$ cat src/hdl/cache_pkg.sv
// Fixed geometry of 8 direct-mapped lines of 4 words with a 30-bit word address and no parameter override
package cache_pkg;

	// --------------------------------------------------
	// geometry
	// --------------------------------------------------
	localparam int WORD_W         = 32;
	localparam int WORDS_PER_LINE = 4;
	localparam int NUM_LINES      = 8;
	localparam int LINE_W         = WORD_W * WORDS_PER_LINE;
	localparam int ADDR_W         = 30;

	// address split, tag on top
	localparam int OFFSET_W    = $clog2(WORDS_PER_LINE);
	localparam int INDEX_W     = $clog2(NUM_LINES);
	localparam int TAG_W       = ADDR_W - INDEX_W - OFFSET_W;
	localparam int LINE_ADDR_W = TAG_W + INDEX_W;

	// --------------------------------------------------
	// data and address types
	// --------------------------------------------------
	typedef logic [WORD_W-1:0] word_t;

	// word k sits at bits 32k upward, here and on the memory bus
	typedef logic [LINE_W-1:0] line_t;

	// {tag, index, offset}
	typedef logic [ADDR_W-1:0] word_addr_t;

	typedef logic [TAG_W-1:0] tag_t;

	typedef logic [INDEX_W-1:0] index_t;

	typedef logic [OFFSET_W-1:0] offset_t;

	// {tag, index} of a whole line
	typedef logic [LINE_ADDR_W-1:0] line_addr_t;

	// --------------------------------------------------
	// request bundles
	// --------------------------------------------------

	// processor side, held steady while stalled
	typedef struct packed {
		logic       read;
		logic       write;
		word_addr_t addr;
		word_t      wdata;
	} proc_req_t;

	// memory side, held until the ready pulse
	typedef struct packed {
		logic       read;
		logic       write;
		line_addr_t addr;
		line_t      wdata;
	} mem_req_t;

	// --------------------------------------------------
	// controller states
	// --------------------------------------------------

	// compare is the idle and hit state
	typedef enum logic [1:0] {
		S_COMPARE,
		S_WRITE_BACK,
		S_ALLOCATE
	} cache_state_e;

endpackage
$ cat src/hdl/cache_top.sv
// Data cache top that needs a held processor request and one ready pulse per memory request
`timescale 1ns/100ps

module cache_top (
	input  logic                 clk,
	input  logic                 rst_n,

	// --------------------------------------------------
	// processor port
	// --------------------------------------------------
	input  cache_pkg::proc_req_t proc_req_i,
	output logic                 proc_stall_o,
	output cache_pkg::word_t     proc_rdata_o,

	// --------------------------------------------------
	// memory port
	// --------------------------------------------------
	output cache_pkg::mem_req_t  mem_req_o,
	input  cache_pkg::line_t     mem_rdata_i,
	input  logic                 mem_ready_i
);

	import cache_pkg::*;

	// status from the store
	logic hit;
	logic dirty;

	// controller strobes
	logic mem_read;
	logic mem_write;
	logic word_we;
	logic refill_we;
	logic clean;

	word_t      store_rdata;
	line_addr_t mem_addr;
	line_t      victim_line;

	// --------------------------------------------------
	// miss controller
	// --------------------------------------------------
	cache_ctrl_fsm ctrl_i (
		.clk          (clk),
		.rst_n        (rst_n),
		.req_read_i   (proc_req_i.read),
		.req_write_i  (proc_req_i.write),
		.hit_i        (hit),
		.dirty_i      (dirty),
		.mem_ready_i  (mem_ready_i),
		.proc_stall_o (proc_stall_o),
		.mem_read_o   (mem_read),
		.mem_write_o  (mem_write),
		.word_we_o    (word_we),
		.refill_we_o  (refill_we),
		.clean_o      (clean)
	);

	// --------------------------------------------------
	// line store
	// --------------------------------------------------
	cache_line_store store_i (
		.clk           (clk),
		.rst_n         (rst_n),
		.addr_i        (proc_req_i.addr),
		.wdata_i       (proc_req_i.wdata),
		.word_we_i     (word_we),
		.refill_we_i   (refill_we),
		.clean_i       (clean),
		.refill_line_i (mem_rdata_i),
		.hit_o         (hit),
		.dirty_o       (dirty),
		.rdata_o       (store_rdata),
		.mem_addr_o    (mem_addr),
		.victim_line_o (victim_line)
	);

	// read data only shows on a read, zero when idle
	assign proc_rdata_o = proc_req_i.read ? store_rdata : '0;

	// memory request from controller flags and store address/data
	assign mem_req_o.read  = mem_read;
	assign mem_req_o.write = mem_write;
	assign mem_req_o.addr  = mem_addr;
	assign mem_req_o.wdata = victim_line;

endmodule

$ cat src/hdl/cache_line_store.sv
// Line arrays for 8 direct-mapped lines; tag and data are not reset, so only valid bits mark content
`timescale 1ns/100ps

module cache_line_store (
	input  logic                  clk,
	input  logic                  rst_n,

	// addressed word and store data
	input  cache_pkg::word_addr_t addr_i,
	input  cache_pkg::word_t      wdata_i,

	// update strobes from the controller
	input  logic                  word_we_i,
	input  logic                  refill_we_i,
	input  logic                  clean_i,
	input  cache_pkg::line_t      refill_line_i,

	// status and data of the addressed line
	output logic                  hit_o,
	output logic                  dirty_o,
	output cache_pkg::word_t      rdata_o,

	// memory side address and write-back data
	output cache_pkg::line_addr_t mem_addr_o,
	output cache_pkg::line_t      victim_line_o
);

	import cache_pkg::*;

	// --------------------------------------------------
	// storage
	// --------------------------------------------------
	tag_t  tag_mem  [NUM_LINES];
	line_t data_mem [NUM_LINES];

	logic [NUM_LINES-1:0] valid;
	logic [NUM_LINES-1:0] dirty;

	// address fields
	tag_t    req_tag;
	index_t  req_idx;
	offset_t req_off;

	line_t cur_line;
	line_t merged_line;

	assign req_tag = addr_i[ADDR_W-1 -: TAG_W];
	assign req_idx = addr_i[OFFSET_W +: INDEX_W];
	assign req_off = addr_i[OFFSET_W-1:0];

	assign cur_line = data_mem[req_idx];

	// --------------------------------------------------
	// lookup
	// --------------------------------------------------
	assign hit_o   = valid[req_idx] && (tag_mem[req_idx] == req_tag);
	assign dirty_o = valid[req_idx] & dirty[req_idx];

	// word k at bits 32k
	assign rdata_o = cur_line[req_off*WORD_W +: WORD_W];

	// victim address only while a dirty line is being replaced
	always_comb begin
		if (dirty_o && !hit_o) begin
			mem_addr_o = {tag_mem[req_idx], req_idx};
		end else begin
			mem_addr_o = {req_tag, req_idx};
		end
	end

	assign victim_line_o = cur_line;

	// --------------------------------------------------
	// word merge
	// --------------------------------------------------
	always_comb begin
		merged_line = cur_line;
		for (int k = 0; k < WORDS_PER_LINE; k++) begin
			if (offset_t'(k) == req_off) begin
				merged_line[k*WORD_W +: WORD_W] = wdata_i;
			end
		end
	end

	// --------------------------------------------------
	// line updates
	// --------------------------------------------------

	// payload arrays
	always_ff @(posedge clk) begin
		if (refill_we_i) begin
			data_mem[req_idx] <= refill_line_i;
			tag_mem[req_idx]  <= req_tag;
		end else if (word_we_i) begin
			data_mem[req_idx] <= merged_line;
		end
	end

	// status bits
	always_ff @(posedge clk or negedge rst_n) begin
		if (!rst_n) begin
			valid <= '0;
			dirty <= '0;
		end else begin
			if (refill_we_i) begin
				// fresh copy of memory
				valid[req_idx] <= 1'b1;
				dirty[req_idx] <= 1'b0;
			end else if (word_we_i) begin
				dirty[req_idx] <= 1'b1;
			end else if (clean_i) begin
				dirty[req_idx] <= 1'b0;
			end
		end
	end

	// --------------------------------------------------
	// checks
	// --------------------------------------------------

	// controller writes words only into a resident line
	assert property (@(posedge clk) disable iff (!rst_n)
		word_we_i |-> hit_o)
	else $error("word write without a hit");

	// a refilled line hits on the next cycle, clean
	assert property (@(posedge clk) disable iff (!rst_n)
		refill_we_i |=> (hit_o && !dirty_o))
	else $error("refilled line does not hit clean");

endmodule

$ cat src/hdl/cache_ctrl_fsm.sv
// Miss controller that needs the processor to hold its request while stalled and one ready pulse
`timescale 1ns/100ps

module cache_ctrl_fsm (
	input  logic clk,
	input  logic rst_n,

	// processor request flags
	input  logic req_read_i,
	input  logic req_write_i,

	// status of the addressed line
	input  logic hit_i,
	input  logic dirty_i,

	// memory handshake
	input  logic mem_ready_i,

	output logic proc_stall_o,
	output logic mem_read_o,
	output logic mem_write_o,

	// one-cycle update strobes for the line store
	output logic word_we_o,
	output logic refill_we_o,
	output logic clean_o
);

	import cache_pkg::*;

	// --------------------------------------------------
	// state register
	// --------------------------------------------------
	cache_state_e state;
	cache_state_e state_nxt;

	logic req_active;
	logic miss;

	assign req_active = req_read_i | req_write_i;

	// only meaningful in S_COMPARE
	assign miss = req_active & ~hit_i;

	always_ff @(posedge clk or negedge rst_n) begin
		if (!rst_n) begin
			state <= S_COMPARE;
		end else begin
			state <= state_nxt;
		end
	end

	// --------------------------------------------------
	// next state
	// --------------------------------------------------
	always_comb begin
		state_nxt = state;
		case (state)
			S_COMPARE: begin
				// victim must go out first if it holds modified words
				if (miss) begin
					if (dirty_i) begin
						state_nxt = S_WRITE_BACK;
					end else begin
						state_nxt = S_ALLOCATE;
					end
				end
			end
			S_WRITE_BACK: begin
				if (mem_ready_i) begin
					state_nxt = S_ALLOCATE;
				end
			end
			S_ALLOCATE: begin
				// request retried in compare, now a hit
				if (mem_ready_i) begin
					state_nxt = S_COMPARE;
				end
			end
			default: begin
				state_nxt = S_COMPARE;
			end
		endcase
	end

	// --------------------------------------------------
	// output decode
	// --------------------------------------------------
	always_comb begin
		proc_stall_o = 1'b0;
		mem_read_o   = 1'b0;
		mem_write_o  = 1'b0;
		word_we_o    = 1'b0;
		refill_we_o  = 1'b0;
		clean_o      = 1'b0;
		case (state)
			S_COMPARE: begin
				proc_stall_o = miss;
				word_we_o    = req_write_i & hit_i;
			end
			S_WRITE_BACK: begin
				proc_stall_o = 1'b1;
				mem_write_o  = 1'b1;
				// victim now matches memory
				clean_o      = mem_ready_i;
			end
			S_ALLOCATE: begin
				proc_stall_o = 1'b1;
				mem_read_o   = 1'b1;
				// line data valid only in the ready cycle
				refill_we_o  = mem_ready_i;
			end
			default: begin
				proc_stall_o = 1'b0;
			end
		endcase
	end

	// --------------------------------------------------
	// checks
	// --------------------------------------------------

	// memory sees one kind of request at a time
	assert property (@(posedge clk) disable iff (!rst_n)
		!(mem_read_o && mem_write_o))
	else $error("mem read and write high together");

	// refill only in a ready cycle, and the read is dropped right after
	assert property (@(posedge clk) disable iff (!rst_n)
		refill_we_o |-> mem_ready_i ##1 (!mem_read_o && state == S_COMPARE))
	else $error("refill strobe without ready or read held after refill");

	// a hit never stalls the processor
	assert property (@(posedge clk) disable iff (!rst_n)
		(state == S_COMPARE && hit_i) |-> !proc_stall_o)
	else $error("stall raised on a hit");

endmodule

$ cat config.mk
export PLATFORM = sky130hd
export DESIGN_NAME = cache_top
export DESIGN_NICKNAME = d
export VERILOG_FILES = /design/src/hdl/cache_pkg.sv /design/src/hdl/cache_top.sv /design/src/hdl/cache_line_store.sv /design/src/hdl/cache_ctrl_fsm.sv
export SDC_FILE = /design/constraint.sdc
export NUM_CORES = 1
export LEC_CHECK = 0
export BUFFER_PORTS_ARGS = -buffer_cell sky130_fd_sc_hd__buf_2
export CORE_MARGIN = 4
export CORE_UTILIZATION = 60
export CTS_CLUSTER_SIZE = 8
export DETAILED_ROUTE_END_ITERATION = 10
export GPL_ROUTABILITY_DRIVEN = 0
export PLACE_DENSITY_LB_ADDON = 0.2
export SYNTH_ARGS = -nofsm -noshare
export SYNTH_HDL_FRONTEND = slang
export SYNTH_SLANG_ARGS = --single-unit
$ cat constraint.sdc
create_clock -name clk -period 26.3 [get_ports clk]
set_clock_uncertainty 0.15 [all_clocks]
set_input_delay 1.315 -clock clk [delete_from_list [all_inputs] [get_ports clk]]
set_output_delay 1.315 -clock clk [all_outputs]
set_load 0.005 [all_outputs]
### Yosys cells after proc, flatten, opt, wreduce, memory -nomap -nowiden

Memories as Yosys holds them, arrays and structs flattened.
Index checks and enable logic that the tools add are counted.

| word-level totals | value |
|---|---|
| bits in registers | 18 |
| latch bits | 0 |
| RAM bits | 1224 |
| ROM bits | 0 |
| bits of input ports | 195 |
| output and inout port bits | 191 |
| word-level logic and storage cells | 68 |
| memories | 2 |

Memory list:

| name | words | bits a word | read ports | clocked after memory_dff | wr ports | RTL line | RTL |
|---|---|---|---|---|---|---|---|
| store_i.data_mem | 8 | 128 | 1 | 0 | 1 | cache_line_store.sv:34 | `line_t data_mem [NUM_LINES];` |
| store_i.tag_mem | 8 | 25 | 1 | 0 | 1 | cache_line_store.sv:33 | `tag_t tag_mem [NUM_LINES];` |

| operators by class | value |
|---|---|
| $add $sub $neg | 0 |
| multipliers | 0 |
| divide/modulo/power cells | 0 |
| magnitude comparators | 2 |
| equality and inequality tests | 9 |
| shifts and indexed selects | 1 |
| muxes and demuxes | 32 |
| bitwise logic cells | 10 |
| reduce and logical (&&, ||, !) cells | 9 |

Operators by type and width:

| cell | number |
|---|---|
| two-way mux 32 bit | 5 |
| two-way mux 128 bit | 1 |
| variable part select 128 x 8 -> 32 bit | 1 |
| two-way mux 28 bit | 1 |
| == test 25 bit | 1 |
| two-way mux 8 bit | 3 |
| bitwise OR 8 bit | 2 |
| two-way mux 1 bit | 13 |
| AND 8 bit | 1 |
| two-way mux 2 bit | 4 |
| NOT 8 bit | 1 |
| binary-select mux 1 bit (select 3 bit) | 2 |
| one-hot mux 2 bit (3 select lines) | 1 |
| == test 2 bit, first input constant | 2 |
| zero test 2 bit | 2 |
| < comparator 3 x 4 -> 1 bit, second input constant | 1 |
| != test 2 bit, second input constant | 2 |
| AND 1 bit | 3 |
| demux 1 bit (select 3 bit) | 1 |
| greater-or-equal comparator 3 x 1 -> 1 bit, second input constant | 1 |
| logical AND 1 bit | 3 |
| AND reduction 3 bit | 1 |
| nonzero test 3 bit | 1 |
| == test 1 x 2 -> 1 bit, first input constant | 1 |
| other kinds (8) | 9 |

### Longest topological paths before layout

Gate-level depths: netlist (run 1).

| depth | value |
|---|---|
| word-level depth | 9 |
| depth in mapped cells | 14 |
| depth with buffers taken out | 8 |

### Modules after synthesis

From an unflattened synthesis (run 1), not the netlist that was laid out.

| second synthesis, totals | value |
|---|---|
| cells, all modules | 3087 |
| area total of the unflattened synthesis | 50572.3 um^2 |

Modules (own cells, without submodules):

| module | instances | cells an instance | area each (um^2) | sequential area each (um^2) |
|---|---|---|---|---|
| cache_line_store | 1 | 3025 | 50073.0 | 37155.6 |
| cache_top | 1 | 37 | 270.3 | 0.0 |
| cache_ctrl_fsm | 1 | 25 | 229.0 | 50.0 |

### Worst setup path before layout (run 1)

OpenSTA, ideal clock, no wires.

| path | value |
|---|---|
| kind | input to register |
| start | input port proc_req_i[36] (netlist bit) |
| end | memory store_i.data_mem[0][0] (netlist bit) (enable) |
| library setup time | 617 ps |
| arrival time | 8991 ps |
| data required time | 25533 ps |
| slack | 16542 ps |
| cell stages on the path | 10 |
| buffers on the path | 3 |
| path through | buf_2 > buf_2 > mux2_2 > a211oi_1 > mux2i_1 > nand4_1 > nor4_2 > clkbuf_1 > a31oi_1 > nor2_1 |

| between the ends | value |
|---|---|
| longest elaborated chain between the ends | 9 |
| elaborated cells between the ends (all ways) | 11 |
| classes of those cells | eq/ne (1); mux (6); bitwise (2); reduce/logical (1); memory (1) |

RTL lines:

| what | RTL line | RTL |
|---|---|---|
| start, declared | cache_top.sv:11 | `input cache_pkg::proc_req_t proc_req_i,` |
| memory read (8 x 25 bit) / binary-select mux 1 bit (select 3 bit) (equally long branches) | n/a |  |
| == test 25 bit / two-way mux 1 bit (equally long branches) | cache_line_store.sv:56 | `assign hit_o = valid[req_idx] && (tag_mem[req_idx] == req_tag);` |
| logical AND 1 bit | cache_line_store.sv:56 |  |
| AND 1 bit | cache_ctrl_fsm.sv:99 | `word_we_o = req_write_i & hit_i;` |
| two-way mux 1 bit | cache_ctrl_fsm.sv:96 | `case (state)` |
| two-way mux 1 bit | cache_line_store.sv:94 | `end else if (word_we_i) begin` |
| two-way mux 1 bit | cache_line_store.sv:91 | `if (refill_we_i) begin` |
| two-way mux 1 bit (implied by the code) | cache_line_store.sv:95 | `data_mem[req_idx] <= merged_line;` |
| bitwise OR 1 bit (no line) | n/a |  |
| end, declared | cache_line_store.sv:34 |  |

Several ways; a longest one is shown, not always the timed one. The select of a mux whose other input is x is not followed.

==> flow_summary_export.csv, run 1 <==
group,metric,value,unit
timing,whs,310.8,ps
placement,post-place-ws,18810,ps
final_layout,final_util,0.7006,
global_routing,grt_pass1_wl,210.7,mm
logic_synthesis,synth_edf_count,1224,
global_routing,grt_overflow,0,
final_layout,area_delta_synth_final,15.43,%
critical_path,r2r_start,"store_i.tag_mem[4][23]$_DFFE_PP_",
logic_synthesis,ys_types,58,
global_routing,antenna_found_initial,5,
critical_path,critical_path_class,"in -> out",
clocking,clkSinkCount,1242,
critical_path,cp_max_fo,57,
placement,placedCellCount,4200,
power_and_ir_drop,powerDensity,80.09,mW/mm^2
logic_synthesis,synth_area_per_cell,17.29,sq um
critical_path,r2r-end,"store_i.data_mem[7][99]$_DFFE_PP_",
logic_synthesis,synthFlopType,"edfxtp_1",
timing,final.setup.worst_slack,18710,ps
critical_path,end_kind,"primary output",
timing,fin_tns_setup,0,ps
floorplan,dieHeight,296.7,microns
floorplan,io_pins,386,
critical_path,crit_start,"proc_req_i[36]",
clocking,cts_resized,0,
placement,place_area,0.05305,sq mm
critical_path,worstPathRequired,24840,ps
detailed_routing,vias_per_cell,7.004,
timing,grt_setup_unrepaired,"false",
logic_synthesis,synth_seq_cells,1242,
final_layout,instances_no_fill,4413,
floorplan,rows,105,
power_and_ir_drop,total_power,4.622,mW
detailed_routing,drt_iter0_drc,3835,
detailed_routing,ant_nets,0,
clocking,cts_hold_buf,0,
logic_synthesis,syn_inst,2891,
logic_synthesis,ys_seq_area_frac,0.7441,
clocking,cts_max_path_buffers,3,
clocking,cts-htree-levels,4,
hold_path,hold_path_depth,1,
timing,drv_slew,0,
timing,slew_headroom,0.1720,
timing,hold_viol,0,
placement,hpwl,81.95,mm
final_layout,drive_above_1_share,0.2990,
floorplan,coreArea,0.08237,sq mm
final_layout,final_nets,3504,
timing,fin_crit_sh,0.2886,
final_layout,final_area,0.05771,sq mm
logic_synthesis,yosysTopAreaCell,"edfxtp_1",
final_layout,final_common_cell,"edfxtp_1",
timing,min_period,7589,ps
power_and_ir_drop,irDropWorstVdd,0.00006190,V
floorplan,die-width,296.7,microns
logic_synthesis,syn-num-nets,3090,
power_and_ir_drop,p_leak,19.49,nW
critical_path,ff2ff_setup_slack,21380,ps
critical_path,worst-r2r-cell-count,10,
run_status,status,"finished clean",
global_routing,track_usage,0.3324,
critical_path,cp-endpoint,"mem_req_o[138]",
timing,fmax,131.8,MHz
final_layout,final_cell_mix,"edfxtp_1, buf_2, a22oi_1",
hold_path,min_path_type,"reg -> reg",
flow_run,maxCapViolCount,0,
detailed_routing,wl_per_cell,33.47,microns
critical_path,arrival,6120,ps
floorplan,die-area,0.08801,sq mm
logic_synthesis,synth_area_leaders,"edfxtp_1, mux2_2, a22oi_1, mux4_2, mux2i_1",
detailed_routing,dr.pass1.iters,6,
detailed_routing,vias,30908,
clocking,cts.clk_slew.worst_paths,50,ps
detailed_routing,wl,147.7,mm
clocking,clock_latency,730,ps
placement,io_buffers,385,
timing,tightest_slew,1229,ps
floorplan,initial_core_util,0.6070,
clocking,cts_tree,"done",
clocking,clockRootBuffer,"clkbuf_16",
clocking,postCtsSetupBuffers,0,
timing,setup_viol,0,
logic_synthesis,yosysWarningCount,0,
logic_synthesis,synth_area,0.05000,sq mm
critical_path,crit_path_start_kind,"input port",
clocking,cts_buffers,173,
global_routing,grt_max_degree,129,
logic_synthesis,synth_top_area_frac,0.7351,
global_routing,grt_pass1_vias,30544,
detailed_routing,drt_drc_violations_left,0,
logic_synthesis,async_flop_share,0.01449,
-- per-layer routing --
metal / track usage / up-vias / wire length [microns]
met4: 0.1343 / 4 / 5876
met5: 0 / - / 22
li1: - / 12674 / -
met1: 0.4473 / 15677 / 53870
met3: 0.07824 / 318 / 16500
met2: 0.5329 / 2235 / 71430
-- worst max-delay path, cell delays in order --
cell and delay (ps):
buf_6 440, buf_4 670, buf_4 660, mux2_2 400, o22ai_1 250, nor3_1 120
nor4_1 320, nand4_1 200, nor4_4 350, buf_4 440, nor2_1 330, mux2_2 390
buf_2 130
-- sequential cells by signal, summed over array words and instances (netlist names), named ones only --
register	flops
store_i.valid	8
store_i.data_mem	1024
ctrl_i.state	2
store_i.tag_mem	200
-- worst min-delay path by stage --
stage	from	to	slack [ps]
final	store_i.valid[4]$_DFFE_PN0P_	store_i.valid[4]$_DFFE_PN0P_	310
after global routing	store_i.valid[3]$_DFFE_PN0P_	store_i.valid[3]$_DFFE_PN0P_	330
after CTS	store_i.valid[4]$_DFFE_PN0P_	store_i.valid[4]$_DFFE_PN0P_	310
after detailed placement	store_i.valid[4]$_DFFE_PN0P_	store_i.valid[4]$_DFFE_PN0P_	300
after global placement	store_i.valid[5]$_DFFE_PN0P_	store_i.valid[5]$_DFFE_PN0P_	300
after floorplan	store_i.valid[2]$_DFFE_PN0P_	store_i.valid[2]$_DFFE_PN0P_	280
-- logic make-up (layout without fill, tap and decap cells) --
| family | after synthesis | count (layout) | synth area share |
|---|---|---|---|
| adders and majority gates | 4 | 4 | 0.001001 |
| xor gates and xnor gates | 8 | 8 | 0.001401 |
| AOI/OAI and AO/OA | 665 | 665 | 0.09700 |
| DFF | 1242 | 1242 | 0.7441 |
| other | 0 | 2 | 0 |
| buffers and inverters | 234 | 684 | 0.02052 |
| and+or+nand+nor | 342 | 342 | 0.03604 |
| muxes | 396 | 396 | 0.09990 |
-- synthesized netlist by cell type (all sizes together) (2+ instances only) --
master and instances:
o21ai 74, buf 78, o41ai 11, clkbuf 116, nand2 49, nor2 89
a221oi 52, a211oi 2, a31oi 13, nor2b 12, nand4 63, and2 27
mux2 298, o22ai 31, mux2i 55, xnor2 7, nand2b 7, mux4 43
nor3 18, o31ai 6, dfrtp 18, nand3 23, a21oi 44, ha 4
edfxtp 1224, nor4b 3, a22o 31, a222oi 28, a21boi 2, inv 40
a22oi 349, o21a 14, or2 10, nor4 10, and4 9, and3 19
-- cell type report --
| type | count | area [sq um] |
|---|---|---|
| flip-flops and latches | 1242 | 37210 |
| fillers | 5201 | 24660 |
| multi-input cells | 1415 | 11970 |
| clock buffers | 199 | 4469 |
| repair buffers | 433 | 2386 |
| well taps | 1070 | 1339 |
| clock inverters | 12 | 186.4 |
| inverters | 40 | 150.1 |
| diodes | 2 | 5.005 |
-- where the power goes --
part / total (mW) / leakage [nW] / switching (mW) / internal (mW)
Clock: 1.95 / 2.27 / 0.768 / 1.18
Combinational: 0.401 / 5.94 / 0.268 / 0.133
Sequential: 2.27 / 11.3 / 0.0171 / 2.26
Total: 4.62 / 19.5 / 1.05 / 3.57
Power figures use the tool's default switching activity.
==> run 2: changes to the inputs <==
==> constraint.sdc (replaced) <==
create_clock -name clk -period 7 [get_ports clk]
set_clock_uncertainty 0.15 [all_clocks]
set_input_delay 0.35 -clock clk [delete_from_list [all_inputs] [get_ports clk]]
set_output_delay 0.35 -clock clk [all_outputs]
set_load 0.005 [all_outputs]
==> run 2 against run 1 <==
Hold slack worse by 260 ps. Clock-buffer cell count decreased by 11. Critical path depth up 1. Setup slack got worse by 17000 ps. Routed wire length up 2.6%. Non-clock buffer count rose by 166. Design area is 3.2% higher. Sequential share of layout area fell by 2.0 points. Highest routed layer unchanged. Die area is the same. Sequential cell count stayed put.
==> flow_summary_export.csv, run 2 (synthesis gave the netlist of run 1 again) <==
group,metric,value,unit
run_status,status,"finished clean",
timing,slew_headroom,0.1676,
timing,min_period,5375,ps
final_layout,drive_above_1_share,0.2881,
critical_path,ff2ff_setup_slack,2150,ps
timing,hold_viol,0,
power_and_ir_drop,irDropWorstVdd,0.0002518,V
critical_path,crit_path_start_kind,"input port",
global_routing,antenna_found_initial,6,
final_layout,final_common_cell,"edfxtp_1",
detailed_routing,drt_iter0_drc,4201,
placement,hpwl,84.50,mm
detailed_routing,wl,151.5,mm
detailed_routing,ant_nets,0,
final_layout,regMostFlops,"store_i.data_mem",
clocking,cts_buffers,173,
final_layout,final_cell_mix,"edfxtp_1, buf_2, a22oi_1",
global_routing,track_usage,0.3420,
floorplan,dieHeight,296.7,microns
detailed_routing,vias_per_cell,6.999,
critical_path,crit_path_frequent_cell,"buf_4",
detailed_routing,vias,31992,
critical_path,worstPathRequired,7310,ps
global_routing,grt_overflow,0,
final_layout,top_regs,"store_i.data_mem: 1024 flops, store_i.tag_mem: 200 flops, store_i.valid: 8 flops",
timing,tightest_slew,1246,ps
placement,io_buffers,385,
clocking,clockRootBuffer,"clkbuf_16",
final_layout,largest_reg_flops,1024,
placement,post-place-ws,1692,ps
critical_path,critPathMaxStageDelay,970,ps
critical_path,cp_max_fo,114,
detailed_routing,dr.pass1.iters,7,
floorplan,initial_core_util,0.6070,
critical_path,critical_path_class,"in -> reg",
detailed_routing,drt_drc_violations_left,0,
clocking,clock_latency,770,ps
critical_path,end_kind,"flip-flop",
global_routing,grt_pass1_wl,216.8,mm
critical_path,crit_slowest_cell,"nor2b_1",
floorplan,die-area,0.08801,sq mm
clocking,cts.clk_slew.worst_paths,50,ps
floorplan,coreArea,0.08237,sq mm
final_layout,final_util,0.7232,
flow_run,maxCapViolCount,0,
clocking,cts_max_path_buffers,3,
global_routing,grt_pass1_vias,32296,
floorplan,rows,105,
clocking,cts_tree,"done",
final_layout,area_delta_synth_final,19.15,%
timing,fin_crit_sh,0.7679,
timing,grt_setup_unrepaired,"false",
clocking,postCtsSetupBuffers,0,
timing,setup_viol,0,
timing,fmax,186.0,MHz
clocking,clkSinkCount,1242,
detailed_routing,wl_per_cell,33.15,microns
global_routing,grt_max_degree,128,
power_and_ir_drop,p_leak,20.26,nW
power_and_ir_drop,powerDensity,294.9,mW/mm^2
hold_path,min_path_type,"in -> reg",
critical_path,worstPathCellList,"buf_2 > buf_4 > nor2b_1 > buf_4 > a22oi_1 > o21ai_0 > xnor2_1 > nand4_1 > nor4_4 > buf_4 > nand4_1 > buf_12 > mux2_4 > dlygate4sd3_1",
timing,drv_slew,0,
floorplan,io_pins,386,
clocking,cts_resized,0,
clocking,cts-htree-levels,4,
critical_path,arrival,5690,ps
floorplan,die-width,296.7,microns
timing,final.setup.worst_slack,1625,ps
final_layout,final_nets,3670,
==> run 2: worst paths after layout <==
path / startpoint / end / cells past startpoint
max: proc_req_i[35] / store_i.data_mem[0][113]$_DFFE_PP_ / 14
min: mem_rdata_i[45] / store_i.data_mem[7][45]$_DFFE_PP_ / 2
max reg2reg: store_i.tag_mem[5][5]$_DFFE_PP_ / store_i.data_mem[0][113]$_DFFE_PP_ / 11
min reg2reg: store_i.valid[3]$_DFFE_PN0P_ / store_i.valid[3]$_DFFE_PN0P_ / 1
max in group asynchronous: rst_n / asynchronous set/reset pin / 3
min in group asynchronous: rst_n / store_i.valid[2]$_DFFE_PN0P_ / 3
==> run 2: layer usage <==
| layer | GRT usage | wire, microns | vias up |
|---|---|---|---|
| li1 | - | - | 12993 |
| met1 | 0.4399 | 52650 | 16044 |
| met2 | 0.5503 | 72730 | 2497 |
| met3 | 0.08929 | 18480 | 448 |
| met4 | 0.1656 | 7615 | 10 |
| met5 | 0 | 66 | - |
==> run 2: critical path, delay by kind of cell <==
kind	cells	cell delay [ps]
XOR/XNOR	1	180
AO/OA/AOI/OAI	2	410
AND/OR/NAND/NOR	4	1710
buffers and inverters	6	2370
multiplexers	1	450
==> run 2: timing repair <==
action                                  in CTS  in global routing
hold buffers                               159                  0
endpoints found under the setup margin       0                  0
hold endpoints to repair                  1228                  0
==> run 2: per-stage QoR <==
stage          std cells  area [sq um]  TNS (ps)  total power [mW]  hold WS [ps]
2_1_floorplan       2891         50000  -1836290             9.476        -95.59
3_3_place_gp        4206         53210         0             10.13         180.0
3_5_place_dp        4206         53210         0             10.17         186.7
4_1_cts             4568         59560         0             17.58         1.585
5_1_grt             4569         59570         0             18.04         22.62
6_report            4571         59570         0             17.57         52.90
==> run 2: area by class of cell <==
type                       instances  area (sq um)
multi-input combinational       1415         11970
clock inverter                    15         354.1
sequential                      1242         37210
inverter                          40         150.1
fill                            4886         22800
tap                             1070          1339
antenna                            2         5.005
clock buffer                     188          4407
timing repair buffer             599          4143
==> run 2: report_power, final <==
group / internal [mW] / switching [mW] / leakage, nW
registers: 8.47 / 0.0661 / 11.3
clock network: 4.43 / 3.00 / 2.31
logic: 0.567 / 1.03 / 6.68
